--- src/source/pq_pkg.sv ---
`default_nettype none

package pq_pkg;

    // packet word width on ingress, egress and inside the fifos
    localparam int data_w = 32;

    // packet length field width in the header
    localparam int len_w = 8;

    // apb address width, enough for the four word registers
    localparam int addr_w = 4;

    // width of the drop and forward counters
    localparam int cnt_w = 16;

    // apb byte offsets
    localparam logic [addr_w-1:0] reg_ctrl     = 4'h0;
    localparam logic [addr_w-1:0] reg_status   = 4'h4;
    localparam logic [addr_w-1:0] reg_drop_cnt = 4'h8;
    localparam logic [addr_w-1:0] reg_fwd_cnt  = 4'hc;

    // header layout of the first word of every packet
    // prio sits in the top bits, 0 is the lowest priority
    typedef struct packed {
        // target priority queue
        logic [2:0]       prio;
        // packet length in words, header word included
        logic [len_w-1:0] len;
        // flow tag, carried through untouched
        logic [20:0]      tag;
    } pkt_hdr_t;

    // one packet word, read as header on sop or as raw payload
    typedef union packed {
        pkt_hdr_t          hdr;
        logic [data_w-1:0] raw;
    } pkt_word_u;

endpackage

`default_nettype wire

--- src/source/pkt_word_if.sv ---
`default_nettype none

// framed word link between a fifo and its neighbours
interface pkt_word_if import pq_pkg::*; ();

    logic              sop;
    logic              eop;
    logic              vld;
    logic [data_w-1:0] data;
    // head advance request, only used on the read link
    logic              next;

    // classifier side of a write link
    modport wr (output sop, eop, vld, data);

    // fifo side of a write link
    modport fifo_wr (input sop, eop, vld, data);

    // scheduler side of a read link
    modport rd (input sop, eop, vld, data, output next);

    // fifo side of a read link
    modport fifo_rd (output sop, eop, vld, data, input next);

endinterface

`default_nettype wire

--- src/source/pkt_fifo.sv ---
`default_nettype none

module pkt_fifo import pq_pkg::*; #(
    parameter int fifo_depth = 32
) (
    input  wire                            clk,
    input  wire                            rst,
    pkt_word_if.fifo_wr                    wr,
    pkt_word_if.fifo_rd                    rd,
    output logic [$clog2(fifo_depth):0]    free_words,
    output logic                           pkt_avail
);

    localparam int aw = $clog2(fifo_depth);

    // stored word is {sop, eop, vld, data}
    logic [data_w+2:0] mem [fifo_depth];

    // pointers one bit wider than the address
    logic [aw:0] wptr;
    logic [aw:0] rptr;
    logic [aw:0] used;

    // complete packets held, each packet is at least one word
    logic [aw:0] pkt_cnt;

    logic full;
    logic empty;
    logic head_vld;
    logic wr_eop;
    logic rd_eop;

    assign used  = wptr - rptr;
    assign full  = (used == (aw+1)'(fifo_depth));
    assign empty = (wptr == rptr);

    assign free_words = (aw+1)'(fifo_depth) - used;

    // head word goes straight out to the scheduler
    assign {rd.sop, rd.eop, head_vld, rd.data} = mem[rptr[aw-1:0]];
    assign rd.vld = head_vld && !empty;

    // packet boundaries crossing the buffer
    assign wr_eop = wr.vld && wr.eop;
    assign rd_eop = rd.next && rd.eop;

    // high from the cycle after an eop write
    assign pkt_avail = (pkt_cnt != '0);

    // storage, written on every valid word
    always_ff @(posedge clk) begin
        if (wr.vld) begin
            mem[wptr[aw-1:0]] <= {wr.sop, wr.eop, wr.vld, wr.data};
        end
    end

    always_ff @(posedge clk) begin
        if (rst) begin
            wptr <= '0;
            rptr <= '0;
        end else begin
            if (wr.vld) begin
                wptr <= wptr + 1'b1;
            end
            // head moves only on a scheduler request
            if (rd.next) begin
                rptr <= rptr + 1'b1;
            end
        end
    end

    // complete packet count
    always_ff @(posedge clk) begin
        if (rst) begin
            pkt_cnt <= '0;
        end else begin
            case ({wr_eop, rd_eop})
                2'b10:   pkt_cnt <= pkt_cnt + 1'b1;
                2'b01:   pkt_cnt <= pkt_cnt - 1'b1;
                default: pkt_cnt <= pkt_cnt;
            endcase
        end
    end

    // classifier reserves room at sop so a write never meets a full buffer
    a_no_overflow : assert property (
        @(posedge clk) disable iff (rst) wr.vld |-> !full
    );

    // scheduler reads only inside a complete packet
    a_no_early_read : assert property (
        @(posedge clk) disable iff (rst) rd.next |-> pkt_avail
    );

endmodule

`default_nettype wire

--- src/source/pkt_classifier.sv ---
`default_nettype none

module pkt_classifier import pq_pkg::*; #(
    parameter int num_prio = 4
) (
    input  wire                 clk,
    input  wire                 rst,
    input  wire                 in_sop,
    input  wire                 in_eop,
    input  wire                 in_vld,
    input  wire  [data_w-1:0]   in_data,
    input  wire  [num_prio-1:0] prio_en,
    input  wire  [len_w-1:0]    free_words [num_prio],
    pkt_word_if.wr              q [num_prio],
    output logic                drop
);

    // incoming word seen through the header layout
    pkt_word_u word;

    logic keep_now;
    logic keep_cur;
    logic [2:0] sel_cur;

    // per-packet state, latched on sop
    logic             in_pkt;
    logic             keep_q;
    logic [2:0]       sel_q;
    logic [len_w-1:0] len_q;
    logic [len_w-1:0] word_cnt;

    assign word.raw = in_data;

    // keep test on the header word
    // prio at or above num_prio never matches a queue
    always_comb begin
        keep_now = 1'b0;
        for (int i = 0; i < num_prio; i++) begin
            if (word.hdr.prio == 3'(i)) begin
                keep_now = prio_en[i] && (free_words[i] >= word.hdr.len);
            end
        end
    end

    // sop decides this very cycle, later words follow the latched choice
    // stray words outside a packet are never kept
    assign keep_cur = in_sop ? keep_now : (in_pkt && keep_q);
    assign sel_cur  = in_sop ? word.hdr.prio : sel_q;

    // steer to one write link, payload fans out to all of them
    for (genvar g = 0; g < num_prio; g++) begin : g_steer
        assign q[g].sop  = in_sop;
        assign q[g].eop  = in_eop;
        assign q[g].data = in_data;
        assign q[g].vld  = in_vld && keep_cur && (sel_cur == 3'(g));
    end

    always_ff @(posedge clk) begin
        if (rst) begin
            in_pkt   <= 1'b0;
            keep_q   <= 1'b0;
            sel_q    <= '0;
            len_q    <= '0;
            word_cnt <= '0;
            drop     <= 1'b0;
        end else begin
            // one pulse per dropped packet
            drop <= in_vld && in_sop && !keep_now;
            if (in_vld) begin
                if (in_sop) begin
                    keep_q   <= keep_now;
                    sel_q    <= word.hdr.prio;
                    len_q    <= word.hdr.len;
                    word_cnt <= len_w'(1);
                end else begin
                    word_cnt <= word_cnt + 1'b1;
                end
                // single word packets never open
                in_pkt <= in_sop ? !in_eop : (in_pkt && !in_eop);
            end
        end
    end

    // no new packet before the current eop
    a_sop_inside : assert property (
        @(posedge clk) disable iff (rst) (in_vld && in_sop) |-> !in_pkt
    );

    // eop within the header length
    a_len_bound : assert property (
        @(posedge clk) disable iff (rst)
        (in_vld && !in_sop && in_pkt) |-> (word_cnt < len_q)
    );

endmodule

`default_nettype wire

--- src/source/strict_sched.sv ---
`default_nettype none

module strict_sched import pq_pkg::*; #(
    parameter int num_prio = 4
) (
    input  wire                 clk,
    input  wire                 rst,
    input  wire  [num_prio-1:0] pkt_avail,
    pkt_word_if.rd              q [num_prio],
    input  wire                 out_ready,
    output logic                out_sop,
    output logic                out_eop,
    output logic                out_vld,
    output logic [data_w-1:0]   out_data,
    output logic                fwd
);

    localparam int sel_w = $clog2(num_prio);

    // head words of all queues, flattened for indexed access
    logic [num_prio-1:0] head_sop;
    logic [num_prio-1:0] head_eop;
    logic [num_prio-1:0] head_vld;
    logic [data_w-1:0]   head_data [num_prio];

    logic             busy;
    logic [sel_w-1:0] grant;
    logic [sel_w-1:0] hi_idx;
    logic             take;

    // highest set flag wins
    always_comb begin
        hi_idx = '0;
        for (int i = 0; i < num_prio; i++) begin
            if (pkt_avail[i]) begin
                hi_idx = sel_w'(i);
            end
        end
    end

    for (genvar g = 0; g < num_prio; g++) begin : g_head
        assign head_sop[g]  = q[g].sop;
        assign head_eop[g]  = q[g].eop;
        assign head_vld[g]  = q[g].vld;
        assign head_data[g] = q[g].data;
        // advance only the granted queue, only on a transfer
        assign q[g].next = take && (grant == sel_w'(g));
    end

    // granted head held on egress until accepted
    assign out_vld  = busy && head_vld[grant];
    assign out_sop  = head_sop[grant];
    assign out_eop  = head_eop[grant];
    assign out_data = head_data[grant];

    assign take = out_vld && out_ready;

    always_ff @(posedge clk) begin
        if (rst) begin
            busy  <= 1'b0;
            grant <= '0;
            fwd   <= 1'b0;
        end else begin
            fwd <= take && out_eop;
            if (!busy) begin
                // lock on the first edge with any packet waiting
                if (|pkt_avail) begin
                    busy  <= 1'b1;
                    grant <= hi_idx;
                end
            end else if (take && out_eop) begin
                busy <= 1'b0;
            end
        end
    end

    // the granted fifo head must start a packet
    a_grant_sop : assert property (
        @(posedge clk) disable iff (rst) $rose(busy) |-> (out_vld && out_sop)
    );

endmodule

`default_nettype wire

--- src/source/pq_regs.sv ---
`default_nettype none

module pq_regs import pq_pkg::*; #(
    parameter int num_prio = 4
) (
    input  wire                 clk,
    input  wire                 rst,
    input  wire                 psel,
    input  wire                 penable,
    input  wire                 pwrite,
    input  wire  [addr_w-1:0]   paddr,
    input  wire  [data_w-1:0]   pwdata,
    output logic [data_w-1:0]   prdata,
    output logic                pready,
    output logic                pslverr,
    input  wire                 drop,
    input  wire                 fwd,
    input  wire  [num_prio-1:0] pkt_avail,
    output logic [num_prio-1:0] prio_en
);

    logic [cnt_w-1:0] drop_cnt;
    logic [cnt_w-1:0] fwd_cnt;

    logic access;
    logic mapped;
    logic wr_ctrl;
    logic wr_drop;
    logic wr_fwd;

    // access phase of a transfer, no wait states
    assign access = psel && penable;
    assign pready = 1'b1;

    assign mapped = (paddr == reg_ctrl) || (paddr == reg_status) ||
                    (paddr == reg_drop_cnt) || (paddr == reg_fwd_cnt);

    assign pslverr = access && !mapped;

    // write strobes per register
    assign wr_ctrl = access && pwrite && (paddr == reg_ctrl);
    assign wr_drop = access && pwrite && (paddr == reg_drop_cnt);
    assign wr_fwd  = access && pwrite && (paddr == reg_fwd_cnt);

    // read mux
    always_comb begin
        case (paddr)
            reg_ctrl:     prdata = data_w'(prio_en);
            reg_status:   prdata = data_w'(pkt_avail);
            reg_drop_cnt: prdata = data_w'(drop_cnt);
            reg_fwd_cnt:  prdata = data_w'(fwd_cnt);
            default:      prdata = '0;
        endcase
    end

    // enable mask, all priorities on after reset
    always_ff @(posedge clk) begin
        if (rst) begin
            prio_en <= '1;
        end else if (wr_ctrl) begin
            prio_en <= pwdata[num_prio-1:0];
        end
    end

    // counters saturate
    // an event in the clearing cycle still counts
    always_ff @(posedge clk) begin
        if (rst) begin
            drop_cnt <= '0;
        end else if (wr_drop) begin
            drop_cnt <= cnt_w'(drop);
        end else if (drop && (drop_cnt != '1)) begin
            drop_cnt <= drop_cnt + 1'b1;
        end
    end

    always_ff @(posedge clk) begin
        if (rst) begin
            fwd_cnt <= '0;
        end else if (wr_fwd) begin
            fwd_cnt <= cnt_w'(fwd);
        end else if (fwd && (fwd_cnt != '1)) begin
            fwd_cnt <= fwd_cnt + 1'b1;
        end
    end

    // access phase follows a setup phase with the same address
    a_apb_phase : assert property (
        @(posedge clk) disable iff (rst)
        access |-> ($past(psel && !penable) && $stable(paddr) && $stable(pwrite))
    );

endmodule

`default_nettype wire

--- src/source/pq_top.sv ---
`default_nettype none

module pq_top import pq_pkg::*; #(
    parameter int num_prio   = 4,
    parameter int fifo_depth = 32
) (
    input  wire                 clk,
    input  wire                 rst,
    input  wire                 in_sop,
    input  wire                 in_eop,
    input  wire                 in_vld,
    input  wire  [data_w-1:0]   in_data,
    output logic                out_sop,
    output logic                out_eop,
    output logic                out_vld,
    output logic [data_w-1:0]   out_data,
    input  wire                 out_ready,
    input  wire                 psel,
    input  wire                 penable,
    input  wire                 pwrite,
    input  wire  [addr_w-1:0]   paddr,
    input  wire  [data_w-1:0]   pwdata,
    output logic [data_w-1:0]   prdata,
    output logic                pready,
    output logic                pslverr
);

    localparam int fw_w = $clog2(fifo_depth) + 1;

    // classifier to fifo and fifo to scheduler links
    pkt_word_if wr_q [num_prio] ();
    pkt_word_if rd_q [num_prio] ();

    logic [num_prio-1:0] prio_en;
    logic [num_prio-1:0] pkt_avail;
    logic [fw_w-1:0]     fifo_free [num_prio];
    // free space clamped to the header length range
    logic [len_w-1:0]    cls_free [num_prio];
    logic                drop;
    logic                fwd;

    pq_regs #(.num_prio(num_prio)) i_regs (
        .clk(clk), .rst(rst),
        .psel(psel), .penable(penable), .pwrite(pwrite),
        .paddr(paddr), .pwdata(pwdata),
        .prdata(prdata), .pready(pready), .pslverr(pslverr),
        .drop(drop), .fwd(fwd), .pkt_avail(pkt_avail), .prio_en(prio_en)
    );

    pkt_classifier #(.num_prio(num_prio)) i_cls (
        .clk(clk), .rst(rst),
        .in_sop(in_sop), .in_eop(in_eop), .in_vld(in_vld), .in_data(in_data),
        .prio_en(prio_en), .free_words(cls_free), .q(wr_q), .drop(drop)
    );

    for (genvar g = 0; g < num_prio; g++) begin : g_fifo
        pkt_fifo #(.fifo_depth(fifo_depth)) i_fifo (
            .clk(clk), .rst(rst),
            .wr(wr_q[g]), .rd(rd_q[g]),
            .free_words(fifo_free[g]), .pkt_avail(pkt_avail[g])
        );
        // anything above the longest packet counts as room enough
        assign cls_free[g] = (fifo_free[g] >= fw_w'(2**len_w - 1)) ? '1
                                                                 : len_w'(fifo_free[g]);
    end

    strict_sched #(.num_prio(num_prio)) i_sched (
        .clk(clk), .rst(rst),
        .pkt_avail(pkt_avail), .q(rd_q), .out_ready(out_ready),
        .out_sop(out_sop), .out_eop(out_eop), .out_vld(out_vld),
        .out_data(out_data), .fwd(fwd)
    );

endmodule

`default_nettype wire

--- config.mk ---
export PLATFORM = sky130hd
export DESIGN_NAME = pq_top
export DESIGN_NICKNAME = d
export VERILOG_FILES = /design/src/source/pq_pkg.sv /design/src/source/pkt_word_if.sv /design/src/source/pkt_fifo.sv /design/src/source/pkt_classifier.sv /design/src/source/strict_sched.sv /design/src/source/pq_regs.sv /design/src/source/pq_top.sv
export SDC_FILE = /design/constraint.sdc
export NUM_CORES = 2
export LEC_CHECK = 0
export BUFFER_PORTS_ARGS = -buffer_cell sky130_fd_sc_hd__buf_2
export CAP_MARGIN = 20
export CORE_MARGIN = 1
export CORE_UTILIZATION = 63
export DETAILED_ROUTE_END_ITERATION = 10
export PLACE_DENSITY_LB_ADDON = 0.3
export SLEW_MARGIN = 30
export SYNTH_ARGS = -nofsm -noshare
export SYNTH_HDL_FRONTEND = slang
export SYNTH_MEMORY_MAX_BITS = 65536
export SYNTH_SLANG_ARGS = --single-unit
--- constraint.sdc ---
create_clock -name clk -period 10.3 [get_ports clk]
set_input_delay 3.09 -clock clk [delete_from_list [all_inputs] [get_ports clk]]
set_output_delay 3.09 -clock clk [all_outputs]
set_load 0.02 [all_outputs]
==> results.sh <==
export IMPL_seq_area_um2=137000
export IMPL_final_cell_area_um2=201000
export IMPL_startpoint_type="flip-flop"
export IMPL_cts_sinks=4618
export IMPL_dr_pass1_iters=7
export IMPL_worst_r2r_path_depth=19
export IMPL_p_leak_uw=0.0613
export IMPL_wl_per_cell_um=39.2
export IMPL_fin_nets=8504
export IMPL_r2r_start="g_fifo[0].i_fifo.wptr[1]"
export IMPL_wl_um=487000
export IMPL_yosys_area_share_simple=0.0181
export IMPL_yosys_area_share_adder=0.00854
export IMPL_post_cts_repair_setup_buffers=0
export IMPL_synth_seq_cells=4618
export IMPL_period_minus_slack_ps=8700
export IMPL_multi_input_comb_area_um2=41100
export IMPL_avgSynthCellArea_um2=22.8
export IMPL_fp_row_count=195
export IMPL_first_iter_violations=14600
export IMPL_synth_top_family_by_area="multiplexers"
export IMPL_final_cells=12400
export IMPL_critPathArrivalTime_ps=5610
export IMPL_synth_area_um2=180000
export IMPL_grt_setup_unrepaired="no"
export IMPL_maxCapViolCount=0
export IMPL_worstHoldPathType="flip-flop to flip-flop"
export IMPL_dieArea_um2=288000
export IMPL_drc_errors=0
export IMPL_grt_pass1_wl_um=676000
export IMPL_grt_pass1_vias=90500
export IMPL_cp_data_required_time_ps=7210
export IMPL_die_y_um=537
export IMPL_finalSetupTns_ps=0
export IMPL_end_kind="primary output"
export IMPL_synthArstFlopShare=0
export IMPL_whs_ps=491
export IMPL_cts_buffer_depth=4
export IMPL_holdPathStages=2
export IMPL_ctsHoldBuffers=0
export IMPL_area_growth_pct=11.6
export IMPL_num_fill_cells=15200
export IMPL_antenna_left=0
export IMPL_htreeDepth=5
export IMPL_synth_edf_count=4480
export IMPL_numPortBuffers=100
export IMPL_hold_end="i_cls.sel_q[2]"
export IMPL_syn_inst=7907
export IMPL_slew_violations=0
export IMPL_core_um2=283000
export IMPL_cts_buffers=442
export IMPL_insertion_delay_ps=950
export IMPL_die_x_um=537
export IMPL_grt_max_degree=122
export IMPL_drive_above_1_share=0.294
export IMPL_muxShareOfSynthArea=0.181
export IMPL_hold_viol=0
export IMPL_hp_start="i_cls.sel_q[2]"
export IMPL_io_pins=146
export IMPL_ys_warn_count=0
export IMPL_reg2reg_to="g_fifo[1].i_fifo.mem[12][24]"
export IMPL_worstMarginPinSlew_ps=1120
export IMPL_setup_violations=0
export IMPL_place_inst=11600
export IMPL_grt_ovfl_total=0
export IMPL_yosysTopAreaCell="edfxtp_1"
export IMPL_path_clk_slew_ps=60
export IMPL_antenna_found_initial=31
export IMPL_ir_drop_mv=0.191
export IMPL_synth_common_cells="edfxtp_1, mux4_2, nor2_1"
export IMPL_synth_xor_area_frac=0.00421
export IMPL_synth_ff_type="edfxtp_1"
export IMPL_hpwl_um=250000
export IMPL_clockRootBuffer="clkbuf_16"
export IMPL_ys_seq_area_frac=0.763
export IMPL_viasPerCell=7.21
export IMPL_gp_congestion=0.919
export IMPL_cts_tree="built"
export IMPL_ys_top_cells_by_area="edfxtp_1, mux4_2, dfxtp_1"
export IMPL_outcome="complete, no violations"
export IMPL_cp_max_fo=32
export IMPL_yosysUniqueCellTypes=82
export IMPL_synth_most_common_cell="edfxtp_1"
export IMPL_grtUsageTotal=0.339
export IMPL_r2r_slack_ps=3300
export IMPL_cts_resized=0
export IMPL_postLayoutCoreUtil=0.709
export IMPL_synth_top_area_share=0.747
export IMPL_vias=89600
export IMPL_placed_area_um2=186000
export IMPL_p_per_area_nw_per_um2=185
export IMPL_floorplan_initialDensity=0.635
export IMPL_relSlewSlack=0.252
export IMPL_synth_compound_area_share=0.0124
export IMPL_fin_worst_skew_ps=57.7
export IMPL_period_share=0.845
export IMPL_path_class="flip-flop to primary output"
export IMPL_fmax_mhz=115
[layer usage]
metal,routed length [um],vias to the layer above,global-route usage
met5,120,-,0
met2,234000,7411,0.534
met3,61700,1220,0.0734
met4,27200,20,0.160
met1,164000,46700,0.460
li1,-,34200,-
[how the worst max path moves through the flow]
stage,start,endpoint,cells after the start
2_1_floorplan,in_data[28],g_fifo[3].i_fifo.mem[14][0],12
3_3_place_gp,in_data[25],g_fifo[0].i_fifo.mem[29][0],12
3_5_place_dp,in_data[25],g_fifo[0].i_fifo.mem[20][20],12
4_1_cts,flip-flop,out_data[21],7
5_1_grt,flip-flop,out_data[16],8
6_report,flip-flop,out_data[16],8
[cell usage in the layout, fill, tap and decap left out, types with 37 or more instances in the layout]
cell type	count
nand3_1	67
clkbuf_1	88
nor2_1	157
nor2_4	72
clkbuf_16	449
inv_1	81
buf_2	65
edfxtp_1	4480
xnor2_1	44
nand2_1	193
a21oi_1	83
dfxtp_1	119
xor2_1	40
buf_4	256
clkinv_2	85
mux4_2	1338
mux2i_1	208
ha_1	110
and3_2	37
clkinv_1	100
[final cells by class]
class	count	area share
repair buffers	370	0.0165
well taps	3743	0.0233
clock inverters	263	0.0116
multi-input cells	2792	0.205
flip-flops and latches	4618	0.684
clock buffers	548	0.0583
inverters	85	0.00160
diodes	12	0.000149
[through the flow]
| stage | setup WS [ps] | power (uW) |
|---|---|---|
| final | 1600 | 37100 |
| after CTS | 1360 | 37100 |
| after global routing | 1400 | 37800 |
| after detailed placement | 1250 | 21400 |
| after floorplan | 1930 | 21100 |
| after global placement | 1360 | 21400 |
[critical path, stage by stage, from the launching register on]
cell,delay [ps]
dfxtp_4,580
buf_16,300
buf_4,580
mux4_2,590
mux4_2,600
mux2_2,360
o211ai_1,780
o221ai_1,530
buf_2,300
[sequential cells by signal, summed over array words and instances (netlist names), named ones only]
signal / count
i_cls.drop: 1
i_regs.drop_cnt: 16
g_fifo.i_fifo.pkt_cnt: 24
i_sched.fwd: 1
g_fifo.i_fifo.rptr: 24
i_cls.in_pkt: 1
g_fifo.i_fifo.mem: 4480
i_sched.busy: 1
i_sched.grant: 2
i_cls.sel_q: 3
g_fifo.i_fifo.wptr: 24
i_cls.keep_q: 1
i_regs.fwd_cnt: 16
i_regs.prio_en: 4
[power by group]
group | switching, uW | leakage (uW) | internal [uW]
clock | 7120 | 0.00685 | 8930
sequential | 5.68 | 0.0415 | 20600
combinational | 422 | 0.0130 | 60.0
total | 7550 | 0.0613 | 29600
[cells by family (layout without fill, tap and decap cells)]
| family | Yosys count | after routing |
|---|---|---|
| other | 2 | 29 |
| buffers and inverters | 512 | 1266 |
| multiplexers | 1571 | 1571 |
| AND/OR/NAND/NOR | 700 | 700 |
| flip-flops | 4618 | 4618 |
| adder cells (fa/ha/maj) | 118 | 118 |
| AO/OA/AOI/OAI | 301 | 301 |
| XOR/XNOR | 85 | 85 |
No activity file was read; power rests on OpenSTA's default activity.
